==> src/mem_bus_pkg.sv <==
package mem_bus_pkg;

    localparam int BUS_ADDR_W = 32;
    localparam int BUS_DATA_W = 32;
    localparam int TAG_W      = 8;

    // Only reads are issued today
    typedef enum logic {
        OP_READ  = 1'b0,
        OP_WRITE = 1'b1
    } bus_op_e;

    typedef struct packed {
        bus_op_e               op;
        logic [BUS_ADDR_W-1:0] addr;
        logic [TAG_W-1:0]      tag;
    } bus_req_t;

    // Tag echoed by the device
    typedef struct packed {
        logic [TAG_W-1:0]      tag;
        logic [BUS_DATA_W-1:0] data;
    } bus_resp_t;

endpackage

==> src/uncache_channel.sv <==
`timescale 1ns/10ps

module uncache_channel #(
    parameter int BUS_CREDITS = 2
) (
    input  logic                               clk,
    input  logic                               rst,

    input  logic                               unc_valid,
    input  logic [mem_bus_pkg::BUS_ADDR_W-1:0] unc_addr,
    output logic                               unc_ready,
    output logic                               unc_data_ok,
    output logic [mem_bus_pkg::BUS_DATA_W-1:0] unc_rdata,

    output logic                               bus_req_valid,
    output mem_bus_pkg::bus_req_t              bus_req,
    input  logic                               bus_credit,
    input  logic                               bus_resp_valid,
    input  mem_bus_pkg::bus_resp_t             bus_resp
);

    localparam int CNT_W = $clog2(BUS_CREDITS + 1);

    logic [CNT_W-1:0]              credits;
    logic [mem_bus_pkg::TAG_W-1:0] tag_q;
    logic [mem_bus_pkg::TAG_W-1:0] pending_tag;
    logic                          outstanding;
    logic                          send;
    logic                          resp_hit;

    // Needs a free credit and nothing in flight
    assign send = unc_valid && !outstanding && (credits != '0);

    assign bus_req_valid = send;
    assign unc_ready     = send;

    always_comb begin
        bus_req.op   = mem_bus_pkg::OP_READ;
        bus_req.addr = {unc_addr[mem_bus_pkg::BUS_ADDR_W-1:2], 2'b00};
        bus_req.tag  = tag_q;
    end

    // Stale tags are dropped
    assign resp_hit    = outstanding && bus_resp_valid && (bus_resp.tag == pending_tag);
    assign unc_data_ok = resp_hit;
    assign unc_rdata   = bus_resp.data;

    // Send and credit return may coincide
    always_ff @(posedge clk) begin
        if (rst) begin
            credits <= CNT_W'(BUS_CREDITS);
        end else if (send && !bus_credit) begin
            credits <= credits - 1'b1;
        end else if (!send && bus_credit) begin
            credits <= credits + 1'b1;
        end
    end

    always_ff @(posedge clk) begin
        if (rst) begin
            tag_q       <= '0;
            outstanding <= 1'b0;
        end else if (send) begin
            tag_q       <= tag_q + 1'b1;
            outstanding <= 1'b1;
        end else if (resp_hit) begin
            outstanding <= 1'b0;
        end
    end

    always_ff @(posedge clk) begin
        if (send) begin
            pending_tag <= tag_q;
        end
    end

endmodule
==> config.mk <==
export PLATFORM = sky130hd
export DESIGN_NAME = uncache_channel
export DESIGN_NICKNAME = d
export VERILOG_FILES = /design/src/mem_bus_pkg.sv /design/src/uncache_channel.sv
export SDC_FILE = /design/constraint.sdc
export NUM_CORES = 1
export LEC_CHECK = 0
export BUFFER_PORTS_ARGS = -buffer_cell sky130_fd_sc_hd__buf_2
export CAP_MARGIN = 30
export CORE_MARGIN = 2
export CORE_UTILIZATION = 30
export DETAILED_ROUTE_END_ITERATION = 12
export PLACE_DENSITY = 0.76
export SLEW_MARGIN = 20
export SYNTH_ARGS = -nofsm -noshare
export SYNTH_HDL_FRONTEND = slang
export SYNTH_SLANG_ARGS = --single-unit
==> constraint.sdc <==
create_clock -name clk -period 2.2 [get_ports clk]
set_input_delay 0.44 -clock clk [delete_from_list [all_inputs] [get_ports clk]]
set_output_delay 0.44 -clock clk [all_outputs]
set_load 0.02 [all_outputs]
==> flow_metrics.env <==
export IMPL_fp_dieH_um=70.4
export IMPL_core_um2=4290
export IMPL_period_minus_slack_ps=1830
export IMPL_required_ps=1760
export IMPL_max_stage_delay_ps=550
export IMPL_initial_core_util_pct=30.8
export IMPL_htree_levels=1
export IMPL_grt_first_pass_wirelength_um=4140
export IMPL_antenna_found_initial=0
export IMPL_insertion_delay_ps=240
export IMPL_worst_setup_path_end_kind="output port"
export IMPL_totalWireLength_um=2830
export IMPL_grt_pass1_vias=716
export IMPL_cts_buffer_depth=2
export IMPL_cp_depth=3
export IMPL_finalWorstSetupSlack_ps=370
export IMPL_track_usage_pct=11.1
export IMPL_hp_class="reg2reg"
export IMPL_synth_area_um2=1320
export IMPL_grt_overflow=0
export IMPL_drcViolationCount=0
export IMPL_r2r_cells=5
export IMPL_synthTopCellsByArea="buf_4 (37%), edfxtp_1 (18%), dfxtp_1 (17%)"
export IMPL_fmax_ghz=0.546
export IMPL_crit_type="reg2out"
export IMPL_holdPathEnd="pending_tag[7]"
export IMPL_drt_wirelength_per_cell_um=18.2
export IMPL_status="finished, final reports clean"
export IMPL_fp_dieW_um=70.4
export IMPL_gp_congestion=0.715
export IMPL_worst_r2r_endpoint="credits[1]"
export IMPL_drv_cap=0
export IMPL_io_pin_count=153
export IMPL_area_growth_pct=-19.7
export IMPL_peakVddDrop_uv=290
export IMPL_hold_viol=0
export IMPL_cp_cell_sequence="nand3_1 -> nor3_1 -> buf_2"
export IMPL_synth_top_area_share_pct=37.4
export IMPL_final_common_cell="buf_2"
export IMPL_avgSynthCellArea_um2=9.32
export IMPL_power_leakage_nw=0.413
export IMPL_ant_nets=0
export IMPL_power_per_cell_area_nw_per_um2=744
export IMPL_power_mw=0.791
export IMPL_insertedDiodeCount=0
export IMPL_period_share_pct=83.2
export IMPL_drtIter0Drc=12
export IMPL_hold_start="tag_q[7]"
export IMPL_synth_cells=142
export IMPL_die_area_um2=4960
export IMPL_drive_gt1_share_pct=28.8
export IMPL_final_setup_tns_ps=0
export IMPL_first_pass_iters=4
export IMPL_rows=24
export IMPL_holdBufCountCts=0
export IMPL_ys_seq_elements=19
export IMPL_clock_root_buffer="clkbuf_8"
export IMPL_cp_num_buf_inv=1
export IMPL_r2r_start="credits[1]"
export IMPL_fin_nets=184
export IMPL_path_delay_family="flip-flops"
export IMPL_fin_skew_ps=2.05
export IMPL_place_ws_ps=377
export IMPL_final_cell_mix="buf_2 (23), xnor2_1 (15), dfxtp_1 (11), edfxtp_1 (8), nor2_1 (7)"
export IMPL_grt_setup_unrepaired="false"
export IMPL_viasPerCell=4.51
export IMPL_grt_max_degree=13
export IMPL_ys_seq_area_share_pct=34.8
export IMPL_cts_buffers=3
export IMPL_finalMaxSlewViolations=0
export IMPL_cts_tree="yes"
export IMPL_cp_slowest_cell="dfxtp_1"
export IMPL_yosys_area_top_type="buf_4"
export IMPL_arrival_ps=1390
export IMPL_via_count=704
export IMPL_crit_fanout=10
export IMPL_report_final_setup_viol=0
export IMPL_clock_sinks=19
export IMPL_port_buffers=23
export IMPL_yosysWarnings=0
export IMPL_clk_pin_slew_ps=70
export IMPL_post_cts_buffers=0
export IMPL_cp_start_kind="flip-flop"
export IMPL_cts_resized=0
export IMPL_ys_types=24
export IMPL_hpwlAfterDp_um=2440
export IMPL_rrSetupSlack_ps=400
export IMPL_min_path_cells=0
==> where the power goes <==
| group | internal, mW | total [mW] | leakage, nW | switching [mW] |
|---|---|---|---|---|
| registers | 0.402 | 0.430 | 0.168 | 0.0279 |
| clock network | 0.128 | 0.230 | 0.0228 | 0.102 |
| logic | 0.0604 | 0.131 | 0.223 | 0.0711 |
| total | 0.590 | 0.791 | 0.413 | 0.201 |
==> metrics by stage <==
step           utilization, %  cell area [um^2]  hold slack (ps)  cells
5_1_grt                  24.8              1060              504    156
4_1_cts                  24.8              1060              488    156
6_report                 24.8              1060              484    156
3_5_place_dp             23.7              1020              473    152
3_3_place_gp             23.7              1020              466    152
2_1_floorplan               -              1330              538    144
==> cells in the mapped netlist <==
cell type  number
o21ba_1         1
xnor2_1        15
o21ai_2         1
inv_1           1
nor3_1          5
nand3_1         5
clkbuf_1        2
buf_4          66
or3_1           1
xor2_1          1
a21oi_1         1
dfxtp_1        11
ha_1            2
nor4_1          3
nand2_1         3
conb_1          1
or3b_2          1
nor2b_1         1
edfxtp_1        8
nor3b_1         1
nand4_1         1
nor2_1          8
o31a_1          1
o21ai_0         2
==> routing by layer <==
layer	share of wire (%)	vias to the layer above	track usage, %	routed length (um)
li1	-	317	-	-
met1	28	288	9.57	794
met2	49	87	18.8	1380
met3	20	10	8.66	561
met4	2.1	2	3.63	59
met5	1.3	-	6.67	36
==> cell type report <==
class	count	area (um^2)
fillers	467	3230
flip-flops and latches	19	460
multi-input cells	56	367
repair buffers	24	123
well taps	52	65.1
clock buffers	4	45.0
inverters	1	3.75
==> how the worst max path moves through the flow <==
stage	from	to	slack, ps
3_5_place_dp	unc_valid	credits[1]	380
3_3_place_gp	unc_valid	credits[1]	390
4_1_cts	outstanding	unc_data_ok	360
2_1_floorplan	unc_valid	credits[1]	100
6_report	outstanding	unc_data_ok	370
5_1_grt	credits[1]	credits[1]	230
==> registers in the layout (all words and copies together), names as in the netlist <==
signal,cells
pending_tag,8
tag_q,8
credits,2
outstanding,1
==> worst reg2reg max path: stages, from the launching register on <==
cell     delay, ps
dfxtp_1        330
o21ai_2        350
nor2_2          70
ha_1           340
o21ai_0        150
or3b_2         440
==> logic make-up after synthesis <==
kind of cell | synth area share [%]
buf+inv | 38.3
simple gates | 11.0
flops | 34.8
xor+xnor | 10.6
compound gates | 3.21
fa+ha+maj | 1.89
other cells | 0.283
Power figures use the tool's default switching activity.
