`config.mk`:
```
export PLATFORM = sky130hd
export DESIGN_NAME = lsu
export DESIGN_NICKNAME = d
export VERILOG_FILES = /design/src/lsu_pkg.sv /design/src/lsu.sv
export SDC_FILE = /design/constraint.sdc
export NUM_CORES = 1
export LEC_CHECK = 0
export ABC_CLOCK_PERIOD_IN_PS = 6500
export BUFFER_PORTS_ARGS = -buffer_cell sky130_fd_sc_hd__buf_2
export CAP_MARGIN = 10
export CELL_PAD_IN_SITES_DETAIL_PLACEMENT = 1
export CELL_PAD_IN_SITES_GLOBAL_PLACEMENT = 2
export CORE_UTILIZATION = 25
export CTS_BUF_LIST = sky130_fd_sc_hd__clkbuf_16
export CTS_CLUSTER_SIZE = 20
export DETAILED_ROUTE_END_ITERATION = 8
export PLACE_DENSITY = 0.9
export SLEW_MARGIN = 25
export SYNTH_ARGS = -nofsm -noshare
export SYNTH_HDL_FRONTEND = slang
export SYNTH_SLANG_ARGS = --single-unit
```
`constraint.sdc`:
```
create_clock -name clk -period 6.5 [get_ports clk]
set_clock_uncertainty 0.15 [all_clocks]
set_input_delay 0.65 -clock clk [delete_from_list [all_inputs] [get_ports clk]]
set_output_delay 0.65 -clock clk [all_outputs]
set_load 0.03 [all_outputs]
```
`src/lsu_pkg.sv`:
```
package lsu_pkg;

    localparam int ADDR_W = 32;
    localparam int DATA_W = 32;
    localparam int STRB_W = DATA_W / 8;

    // Load width and sign, bit 2 set means zero extension
    typedef enum logic [2:0] {
        LB  = 3'b000,
        LH  = 3'b001,
        LW  = 3'b010,
        LBU = 3'b100,
        LHU = 3'b101
    } load_type_e;

    // Nonzero strobe marks a store
    typedef struct packed {
        logic              uncached;
        load_type_e        load_type;
        logic [ADDR_W-1:0] addr;
        logic [DATA_W-1:0] wdata;
        logic [STRB_W-1:0] wstrb;
    } cpu_req_t;

    typedef enum logic [2:0] {
        IDLE,
        STORE_COMMIT_WAIT,
        STORE_REQ_SEND,
        UNCACHE_REQ_SEND,
        UNCACHE_REQ_WAIT
    } lsu_state_e;

endpackage

```
`src/lsu.sv`:
```
`timescale 1ns/10ps

module lsu (
    input  logic                       clk,
    input  logic                       rst,

    input  logic                       cpu_valid,
    input  lsu_pkg::cpu_req_t          cpu_req,
    output logic                       cpu_ready,
    output logic [lsu_pkg::DATA_W-1:0] cpu_rdata,
    output logic                       cpu_data_valid,
    input  logic                       cpu_store_commit,
    input  logic                       cpu_flush,

    output logic                       sram_valid,
    output logic [lsu_pkg::ADDR_W-1:0] sram_addr,
    output logic [lsu_pkg::DATA_W-1:0] sram_wdata,
    output logic [lsu_pkg::STRB_W-1:0] sram_wstrb,
    input  logic [lsu_pkg::DATA_W-1:0] sram_rdata,
    input  logic                       sram_ready,

    output logic                       unc_valid,
    output logic [lsu_pkg::ADDR_W-1:0] unc_addr,
    input  logic                       unc_ready,
    input  logic                       unc_data_ok,
    input  logic [lsu_pkg::DATA_W-1:0] unc_rdata
);

    lsu_pkg::lsu_state_e        state;
    lsu_pkg::lsu_state_e        next_state;
    lsu_pkg::cpu_req_t          req_q;
    logic                       accept;
    logic                       is_store;
    logic [lsu_pkg::DATA_W-1:0] load_word;
    logic [7:0]                 load_byte;
    logic [15:0]                load_half;

    assign is_store  = cpu_req.wstrb != '0;
    // A flush from write-back blocks acceptance
    assign cpu_ready = (state == lsu_pkg::IDLE) && !cpu_flush;
    assign accept    = cpu_valid && cpu_ready;

    always_ff @(posedge clk) begin
        if (rst) begin
            state <= lsu_pkg::IDLE;
        end else begin
            state <= next_state;
        end
    end

    always_comb begin
        next_state = state;
        case (state)
            lsu_pkg::IDLE: begin
                if (accept && is_store) begin
                    next_state = lsu_pkg::STORE_COMMIT_WAIT;
                end else if (accept && cpu_req.uncached) begin
                    next_state = lsu_pkg::UNCACHE_REQ_SEND;
                end
            end
            lsu_pkg::STORE_COMMIT_WAIT: begin
                // Flush wins over a commit in the same cycle
                if (cpu_flush) begin
                    next_state = lsu_pkg::IDLE;
                end else if (cpu_store_commit) begin
                    next_state = lsu_pkg::STORE_REQ_SEND;
                end
            end
            lsu_pkg::STORE_REQ_SEND: begin
                if (sram_ready) begin
                    next_state = lsu_pkg::IDLE;
                end
            end
            lsu_pkg::UNCACHE_REQ_SEND: begin
                if (unc_ready) begin
                    next_state = lsu_pkg::UNCACHE_REQ_WAIT;
                end
            end
            lsu_pkg::UNCACHE_REQ_WAIT: begin
                if (unc_data_ok) begin
                    next_state = lsu_pkg::IDLE;
                end
            end
            default: next_state = lsu_pkg::IDLE;
        endcase
    end

    always_ff @(posedge clk) begin
        if (accept) begin
            req_q <= cpu_req;
        end
    end

    // Cached loads go out straight from the CPU port
    always_comb begin
        sram_valid = 1'b0;
        sram_addr  = cpu_req.addr;
        sram_wdata = '0;
        sram_wstrb = '0;
        if (state == lsu_pkg::STORE_REQ_SEND) begin
            // One write, then wait for the ack
            sram_valid = !sram_ready;
            sram_addr  = req_q.addr;
            sram_wdata = req_q.wdata;
            sram_wstrb = req_q.wstrb;
        end else if (state == lsu_pkg::IDLE) begin
            sram_valid = accept && !is_store && !cpu_req.uncached;
        end
    end

    assign unc_valid = state == lsu_pkg::UNCACHE_REQ_SEND;
    assign unc_addr  = req_q.addr;

    assign load_word = req_q.uncached ? unc_rdata : sram_rdata;

    always_comb begin
        load_byte = load_word[{req_q.addr[1:0], 3'b000} +: 8];
        load_half = req_q.addr[1] ? load_word[31:16] : load_word[15:0];
        case (req_q.load_type)
            lsu_pkg::LB:  cpu_rdata = {{24{load_byte[7]}}, load_byte};
            lsu_pkg::LBU: cpu_rdata = {24'd0, load_byte};
            lsu_pkg::LH:  cpu_rdata = {{16{load_half[15]}}, load_half};
            lsu_pkg::LHU: cpu_rdata = {16'd0, load_half};
            default:      cpu_rdata = load_word;
        endcase
    end

    // In IDLE the SRAM ack can only belong to a load
    always_comb begin
        case (state)
            lsu_pkg::IDLE:             cpu_data_valid = sram_ready;
            lsu_pkg::UNCACHE_REQ_WAIT: cpu_data_valid = unc_data_ok;
            default:                   cpu_data_valid = 1'b0;
        endcase
    end

endmodule

```
==> impl_metrics.toml, run 1 <==
[routing]
drtIter0Drc = 79
via_per_inst = 4.623
num_vias = 3805
drc = 0
wl_um = 14420
top_layer = "met4"
routed-wl-met3_um = 1279
wire_per_inst_um = 17.52
wl_met1_um = 5314
wl_met2_um = 7472
ant_nets = 0
firstDrtPassIters = 4

[placed_design]
hpwl_um = 11260
io_buffers = 279
gp_congestion = 0.8973

[logic_synthesis]
ys_top_cells_by_area = "edfxtp_1, mux2_2, mux2i_1"
synthSimpleGateAreaFrac_pct = 9.919
yosys.cell_types.count = 48
synth_top_cell_by_area = "edfxtp_1"
syn_inst = 356
synth.area.mux_share_pct = 21.51
yosys_warnings = 0
netlist_top_cells_count = "edfxtp_1, mux2_2, and2_1, buf_4, mux2i_1"
syn_area_um2 = 4491
synth_edf_count = 72
synth.most_common_cell = "edfxtp_1"
syn_area_per_cell_um2 = 12.61
yosysSeqAreaShare_pct = 49.48
async_flop_share_pct = 0
synth-xor-area-share_pct = 0
ys_seq_elements = 75
syn_nets = 500
synth-compound-area-share_pct = 10.37
synthAdderAreaFrac_pct = 0
synth_top_area_share_pct = 48.15
ys.flop_type = "edfxtp_1"
synth_top_family_by_area = "multiplexers"

[grt]
grt-ovfl-total = 0
grt.total_usage_pct = 14.95
grt_first_pass_wirelength_um = 21200
grt_antenna_before_repair = 0
grt_max_degree = 73
grt_pass1_vias = 4005

[power]
ir_worst_vdd_mv = 0.1731
clockPowerShare_pct = 20.6
p_per_area_nw_per_um2 = 360.7
p_leak_uw = 0.002798
p_int_uw = 1238
switching_share_pct = 43.89
p_seq_share_pct = 30.0
combPwrFrac_pct = 49.4
power_switching_uw = 968.1

[clocking]
clk_pin_slew_ns = 0.06
cts.sinks = 75
clock_path_buffers = 2
root_buffer = "clkbuf_16"
cts-resized-gates = 0
cts_max_level = 3
cts_tree = "done"
insertion_delay_ns = 0.33
post_cts_buffers = 0
cts_hold_buf = 0
numCtsBuffers = 9

[die]
start_util_pct = 25.78
core_area_um2 = 17420
die_area_um2 = 18500
die_h_um = 136.0
die_w_um = 136.0
io_pins = 280
std_cell_rows = 48

[timing]
maxSlewHeadroom_pct = 35.97
fmax_mhz = 279.4
finalHoldViolations = 0
fin_crit_sh_pct = 55.07
holdWs_ns = 0.3414
rsz0062_at_grt = "no"
final_max_slew_viol_count = 0
finalCriticalPeriod_ns = 3.580
setup-violations-final = 0
worst_pin_slew_ns = 0.9604
setup_tns_ns = 0

[critical_path]
reg2reg_to = "req_q[33]"
worstSetupEndpointType = "primary output"
slowest_stage = "or4_1"
cp_max_fo = 45
required_ns = 5.70
crit_chain = "buf_4 > mux4_2 > mux2i_1 > or4_1 > o21ai_2 > buf_2"
setup.worst_path.class = "reg -> out"
arrival_ns = 2.78
crit_buf_inv = 2
reg2regPathDepth = 3
cp_top_family = "buffers and inverters"
cp-start-kind = "register"
r2r_setup_slack_ns = 4.11
critical_path.max_stage_delay_ns = 0.65
worstReg2RegStart = "state[0]"

[run]
maxCapViolCount = 0

[layout]
syn2layout_area_growth_pct = 36.17
fillCellCount = 1991
fin_nets = 737
final_util_pct = 35.11
drive_gt1_share_pct = 60.37
n_antenna_cell = 0

[min_path]
hold_class = "in -> reg"
hp-start = "cpu_req[5]"
min_to = "req_q[5]"
hold_path_depth = 1

[outcome]
status = "finished, final reports clean"
==> state kept, by name, summed over array words and instances (netlist names) <==
register  flops
req_q        40
state         3
unc_addr     32
==> final cells by class <==
type	instances	area, um^2	share of cell area [%]
clock buffer	9	225.2	3.683
clock inverter	7	45.04	0.7366
inverter	6	22.52	0.3683
multi-input combinational	218	1892	30.94
sequential	75	2222	36.34
tap	225	281.5	4.604
timing repair buffer	283	1426	23.33
==> routing by layer <==
metal	track usage, %	vias up
met4	6.667	0
met3	4.251	26
met1	15.36	1810
met5	0	-
li1	-	1771
met2	27.86	198
==> metrics by stage <==
step | instances | power (uW) | instance area [um^2] | setup WS, ns
2_1_floorplan | 356 | 1481 | 4491 | 1.100
5_1_grt | 823 | 2313 | 6115 | 2.738
3_3_place_gp | 807 | 1741 | 5844 | 3.359
4_1_cts | 823 | 2235 | 6115 | 2.848
3_5_place_dp | 807 | 1769 | 5844 | 3.223
6_report | 823 | 2206 | 6115 | 2.920
==> cell usage in the layout (no fill, tap or decap), types with 4 or more instances in the layout <==
cell	synthesis	routed
nor2_1	8	7
and2_1	37	37
buf_2	10	279
inv_1	5	6
mux2i_1	31	31
mux2_2	43	43
mux4_2	7	7
a22oi_1	4	4
o21bai_1	11	11
nor2b_1	8	7
a21o_1	6	6
clkbuf_16	0	9
buf_4	34	4
a211oi_1	4	4
o211ai_2	5	5
edfxtp_1	72	72
nand2_1	11	11
a21oi_1	5	5
==> worst max-delay path by stage <==
stage / end / cells after the start / slack [ns] / start
2_1_floorplan: sram_valid / 4 / 1.10 / state[0]
3_3_place_gp: cpu_rdata[13] / 6 / 3.36 / req_q[71]
3_5_place_dp: cpu_rdata[13] / 6 / 3.22 / req_q[71]
4_1_cts: cpu_rdata[13] / 6 / 2.85 / req_q[71]
5_1_grt: cpu_rdata[14] / 6 / 2.74 / req_q[71]
6_report: cpu_rdata[13] / 6 / 2.92 / req_q[71]
==> power groups by stage <==
| stage | clock, uW | combinational [uW] | sequential (uW) |
|---|---|---|---|
| after global routing | 489 | 1150 | 670 |
| final | 455 | 1090 | 661 |
| after global placement | 0 | 1070 | 667 |
| after floorplan | 0 | 829 | 652 |
| after CTS | 471 | 1100 | 663 |
| after detailed placement | 0 | 1100 | 671 |
==> kinds of logic after synthesis <==
group	after synthesis
multiplexers	82
AO/OA/AOI/OAI	59
flip-flops	75
AND/OR/NAND/NOR	77
buffers and inverters	63
No activity file was read; power rests on OpenSTA's default activity.
==> run 2, diff against run 1 <==
--- a/config.mk
+++ b/config.mk
@@ -5,16 +5,17 @@
 export SDC_FILE = /design/constraint.sdc
 export NUM_CORES = 1
 export LEC_CHECK = 0
-export ABC_CLOCK_PERIOD_IN_PS = 6500
+export ABC_AREA = 1
+export ABC_CLOCK_PERIOD_IN_PS = 3100
 export BUFFER_PORTS_ARGS = -buffer_cell sky130_fd_sc_hd__buf_2
 export CAP_MARGIN = 10
 export CELL_PAD_IN_SITES_DETAIL_PLACEMENT = 1
 export CELL_PAD_IN_SITES_GLOBAL_PLACEMENT = 2
-export CORE_UTILIZATION = 25
+export CORE_UTILIZATION = 21
 export CTS_BUF_LIST = sky130_fd_sc_hd__clkbuf_16
 export CTS_CLUSTER_SIZE = 20
 export DETAILED_ROUTE_END_ITERATION = 8
-export PLACE_DENSITY = 0.9
+export PLACE_DENSITY = 0.86
 export SLEW_MARGIN = 25
 export SYNTH_ARGS = -nofsm -noshare
 export SYNTH_HDL_FRONTEND = slang
==> constraint.sdc (replaced) <==
create_clock -name clk -period 3.1 [get_ports clk]
set_clock_uncertainty 0.15 [all_clocks]
set_input_delay 0.31 -clock clk [delete_from_list [all_inputs] [get_ports clk]]
set_output_delay 0.31 -clock clk [all_outputs]
set_load 0.03 [all_outputs]
==> impl_metrics.toml, run 2 <==
[outcome]
status = "finished, final reports clean"

[timing]
setup-violations-final = 0
finalCriticalPeriod_ns = 2.758
fin_crit_sh_pct = 88.98
rsz0062_at_grt = "no"
final_max_slew_viol_count = 0
maxSlewHeadroom_pct = 54.22
setup_tns_ns = 0
setup_ws_ns = 0.3417
finalHoldViolations = 0
fmax_mhz = 362.5
worst_pin_slew_ns = 0.6866

[clocking]
clk_pin_slew_ns = 0.06
root_buffer = "clkbuf_16"
cts.sinks = 75
cts_tree = "done"
cts_max_level = 3
insertion_delay_ns = 0.34
numCtsBuffers = 9
post_cts_buffers = 0
clock_path_buffers = 2
cts-resized-gates = 0

[grt]
grt.total_usage_pct = 15.10
grt-ovfl-total = 0
grt_first_pass_wirelength_um = 25980
grt_max_degree = 75
grt_pass1_vias = 4900
grt_antenna_before_repair = 1

[layout]
final_util_pct = 32.61
largest_reg_flops = 40
largest_register = "req_q"
fillCellCount = 2575
n_antenna_cell = 0
syn2layout_area_growth_pct = 50.75
drive_gt1_share_pct = 44.67
multi_input_area_um2 = 1743
layout_commonest_cell = "buf_2"
stdcell_count = 1081
seqCellArea_um2 = 2222
final_cell_mix = "buf_2, nand2_1, edfxtp_1"
fin_nets = 945

[routing]
drtIter0Drc = 161
num_vias = 4589
wl_um = 17280
wire_per_inst_um = 15.99
drc = 0
firstDrtPassIters = 4
via_per_inst = 4.245
ant_nets = 0

[min_path]
hold_path_depth = 1
hp-start = "cpu_req[49]"
hold_class = "in -> reg"
min_to = "unc_addr[13]"

[placed_design]
gp_congestion = 0.7808
placed_cells = 1004
hpwl_um = 12710
io_buffers = 279
pre_cts_ws_ns = 0.6542

[die]
start_util_pct = 21.63
io_pins = 280
die_w_um = 149.9
die_area_um2 = 22460
std_cell_rows = 53
core_area_um2 = 21220
die_h_um = 149.9

[critical_path]
reg2regPathDepth = 10
crit_buf_inv = 3
setup.worst_path.class = "reg -> out"
cp.depth = 9
cpMostUsedCell = "buf_4"
reg2reg_to = "state[1]"
worstSetupEndpointType = "primary output"
worstReg2RegStart = "state[1]"
slowest_stage = "buf_4"
r2r_setup_slack_ns = 1.16
required_ns = 2.64
critical_path.max_stage_delay_ns = 0.37
crit_chain = "buf_4 > o21ai_0 > buf_4 > nand2_1 > o211ai_2 > o21ai_2 > nand2_4 > o211ai_1 > buf_2"
cp_max_fo = 33
cp_top_family = "buffers and inverters"
cp-start-kind = "register"
arrival_ns = 2.30

[logic_synthesis]
syn_inst = 495
yosys.cell_types.count = 35
synth_edf_count = 72
yosys_warnings = 0
syn_area_um2 = 4591
async_flop_share_pct = 0
ys_seq_elements = 75
ys_top_cells_by_area = "edfxtp_1, nand2_1, mux2_2"
synth.most_common_cell = "nand2_1"
yosysSeqAreaShare_pct = 48.41
syn_area_per_cell_um2 = 9.274
netlist_top_cells_count = "nand2_1, edfxtp_1, inv_1, nor2_1, buf_4"
synth_top_area_share_pct = 47.10
syn_nets = 639
ys.flop_type = "edfxtp_1"
synth_top_cell_by_area = "edfxtp_1"

[run]
maxCapViolCount = 0

[power]
ir_worst_vdd_mv = 0.3428
p_leak_uw = 0.003443
p_per_area_nw_per_um2 = 532.5
## run 2: cells by family after synthesis
family,share of synthesized area (%)
AND/OR/NAND/NOR,19.84
buffers and inverters,13.63
flip-flops,48.41
AO/OA/AOI/OAI,7.931
multiplexers,10.19
## run 2: worst max path at each step
| stage | slack (ns) | endpoint | from |
|---|---|---|---|
| floorplan | 0.59 | state[1] | state[1] |
| global placement | 0.66 | cpu_rdata[31] | req_q[69] |
| detailed placement | 0.65 | cpu_rdata[31] | req_q[69] |
| CTS | 0.27 | cpu_rdata[31] | req_q[69] |
| global route | 0.16 | cpu_rdata[31] | req_q[71] |
| finish | 0.34 | cpu_rdata[31] | req_q[71] |
## run 2: metrics by stage
| stage | hold WS [ns] | total power, uW | area, um^2 |
|---|---|---|---|
| floorplan | 0.2291 | 2227 | 4591 |
| global placement | 0.3368 | 2620 | 6027 |
| detailed placement | 0.3384 | 2634 | 6027 |
| CTS | 0.0009368 | 3741 | 6920 |
| global route | 0.005681 | 3872 | 6920 |
| finish | 0.01605 | 3685 | 6920 |
## run 2: cell type report
type                    instances  share of cell area [%]
clock buffers                   9                   3.254
clock inverters                 7                  0.8317
inverters                      61                   3.309
multi-input cells             305                   25.19
flip-flops and latches         75                   32.11
well taps                     275                   4.972
repair buffers                349                   30.34
## run 2: metal layers
metal / share of wire, % / routed length (um) / vias up / track usage, %
met2: 51 / 8808 / 191 / 27.64
met4: 1.7 / 286 / 2 / 5.101
li1: - / - / 2227 / -
met1: 39 / 6754 / 2148 / 16.34
met3: 8.2 / 1417 / 21 / 4.634
met5: 0.075 / 13 / - / 0
## run 2: worst reg2reg max path, stage by stage (launching register included)
cell and delay [ns]:
dfxtp_1 0.37, nor2_2 0.21, nand3_2 0.14, nor2_4 0.13, buf_12 0.32, nand2_1 0.14, nand2_1 0.12, nand3_2 0.07
nor2_1 0.09, nor2_1 0.05, nor2_1 0.08
## run 2: what timing repair did
action,in CTS,in global routing
hold buffers,61,0
setup endpoints to repair,0,0
endpoints found under the hold margin,61,0
## run 2: power by group
part	leakage, uW	switching, uW	internal (uW)
clock network	0.000135	462	555
logic	0.00262	944	469
registers	0.000693	43.9	1210
total	0.00344	1450	2230
==> run 3, diff against run 2 <==
--- a/config.mk
+++ b/config.mk
@@ -15,7 +15,7 @@
 export CTS_BUF_LIST = sky130_fd_sc_hd__clkbuf_16
 export CTS_CLUSTER_SIZE = 20
 export DETAILED_ROUTE_END_ITERATION = 8
-export PLACE_DENSITY = 0.86
+export PLACE_DENSITY_LB_ADDON = 0.3
 export SLEW_MARGIN = 25
 export SYNTH_ARGS = -nofsm -noshare
 export SYNTH_HDL_FRONTEND = slang
==> impl_metrics.toml, run 3 (synthesis gave the netlist of run 2 again) <==
[critical_path]
reg2regPathDepth = 4
cp_max_fo = 31
worstSetupEndpointType = "primary output"
reg2reg_to = "req_q[3]"
r2r_setup_slack_ns = 1.14
setup.worst_path.class = "reg -> out"
required_ns = 2.64
arrival_ns = 2.35
worstReg2RegStart = "state[1]"
cp-start-kind = "register"

[clocking]
cts.sinks = 75
root_buffer = "clkbuf_16"
clock_path_buffers = 2
insertion_delay_ns = 0.33
cts_hold_buf = 56
post_cts_buffers = 0
numCtsBuffers = 9
cts_max_level = 3
clk_pin_slew_ns = 0.06
cts_tree = "done"
cts-resized-gates = 0

[routing]
wl_um = 17030
via_per_inst = 4.222
num_vias = 4543
drc = 0
firstDrtPassIters = 4
ant_nets = 0
wire_per_inst_um = 15.83
drtIter0Drc = 92

[grt]
grt_max_degree = 67
grt.total_usage_pct = 14.80
grt_pass1_vias = 4912
grt_first_pass_wirelength_um = 25410
grt-ovfl-total = 0
grt_antenna_before_repair = 2

[timing]
fin_crit_sh_pct = 90.51
rsz0062_at_grt = "no"
final_max_slew_viol_count = 0
finalHoldViolations = 0
setup-violations-final = 0
holdWs_ns = 0.01731
fmax_mhz = 356.4
finalCriticalPeriod_ns = 2.806
worst_pin_slew_ns = 0.6962
setup_tns_ns = 0
maxSlewHeadroom_pct = 53.54

[power]
p_leak_uw = 0.003429
p_per_area_nw_per_um2 = 539.3
ir_worst_vdd_mv = 0.3342
finalPower_uw = 3710

[die]
start_util_pct = 21.63
std_cell_rows = 53
die_h_um = 149.9
die_w_um = 149.9
core_area_um2 = 21220
die_area_um2 = 22460
io_pins = 280

[placed_design]
io_buffers = 279
hpwl_um = 13260
gp_congestion = 0.7943
placed_cells = 1004

[outcome]
status = "finished, final reports clean"

[min_path]
min_to = "unc_addr[12]"
hold_class = "in -> reg"
hold_path_depth = 1
hp-start = "cpu_req[48]"

[layout]
layout_commonest_cell = "buf_2"
largest_register = "req_q"
final_util_pct = 32.42
stdcell_count = 1076
drive_gt1_share_pct = 44.88
largest_reg_flops = 40
fin_nets = 940
syn2layout_area_growth_pct = 49.88
final_cell_mix = "buf_2, nand2_1, edfxtp_1"

[run]
maxCapViolCount = 0
-- run 3: changes by cell type in the layout (fill, tap and decap cells not counted), sizes merged --
cell	previous run	this run
dlygate4sd3	61	56
inv	65	62
clkinv	1	3
bufinv	0	1
clkinvlp	2	1
diode	0	1
-- run 3: metal layers --
metal | up-vias | track usage [%] | wire length, um
li1 | 2213 | - | -
met5 | - | 0 | 13
met3 | 23 | 3.994 | 1101
met1 | 2128 | 16.18 | 6741
met4 | 2 | 4.495 | 337
met2 | 177 | 27.52 | 8835
-- run 3: worst max path at each step --
| stage | slack (ns) | startpoint | cells past startpoint | endpoint |
|---|---|---|---|---|
| after floorplan | 0.59 | state[1] | 9 | state[1] |
| after CTS | 0.25 | req_q[71] | 9 | cpu_rdata[30] |
| after detailed placement | 0.63 | req_q[71] | 9 | cpu_rdata[30] |
| after global placement | 0.74 | req_q[71] | 9 | cpu_rdata[31] |
| final | 0.29 | req_q[71] | 9 | cpu_rdata[28] |
| after global routing | 0.08 | req_q[71] | 9 | cpu_rdata[30] |
-- run 3: where the power goes --
group	internal [uW]	switching, uW
logic	467	952
clock network	620	421
registers	1210	39.3
-- run 3: layout make-up --
class                   instances  area [um^2]
fillers                      2574        14340
flip-flops and latches         75         2222
repair buffers                344         2049
multi-input cells             305         1743
well taps                     275        344.1
inverters                      61        229.0
clock buffers                   9        225.2
clock inverters                 6        65.06
diodes                          1        2.502
-- run 3: worst max-delay path, cell delays in order (launching register included) --
cell      delay [ns]
edfxtp_1        0.40
buf_4           0.37
nand2_1         0.09
o21ai_0         0.20
nand2_1         0.12
o211ai_2        0.09
o21ai_2         0.10
nand2_4         0.26
o211ai_1        0.15
buf_2           0.21
-- run 3: metrics by stage --
stage	area (um^2)	setup slack, ns
5_1_grt	6880	0.08272
6_report	6880	0.2943
4_1_cts	6878	0.2502
3_3_place_gp	6027	0.7396
3_5_place_dp	6027	0.6301
2_1_floorplan	4591	0.5877
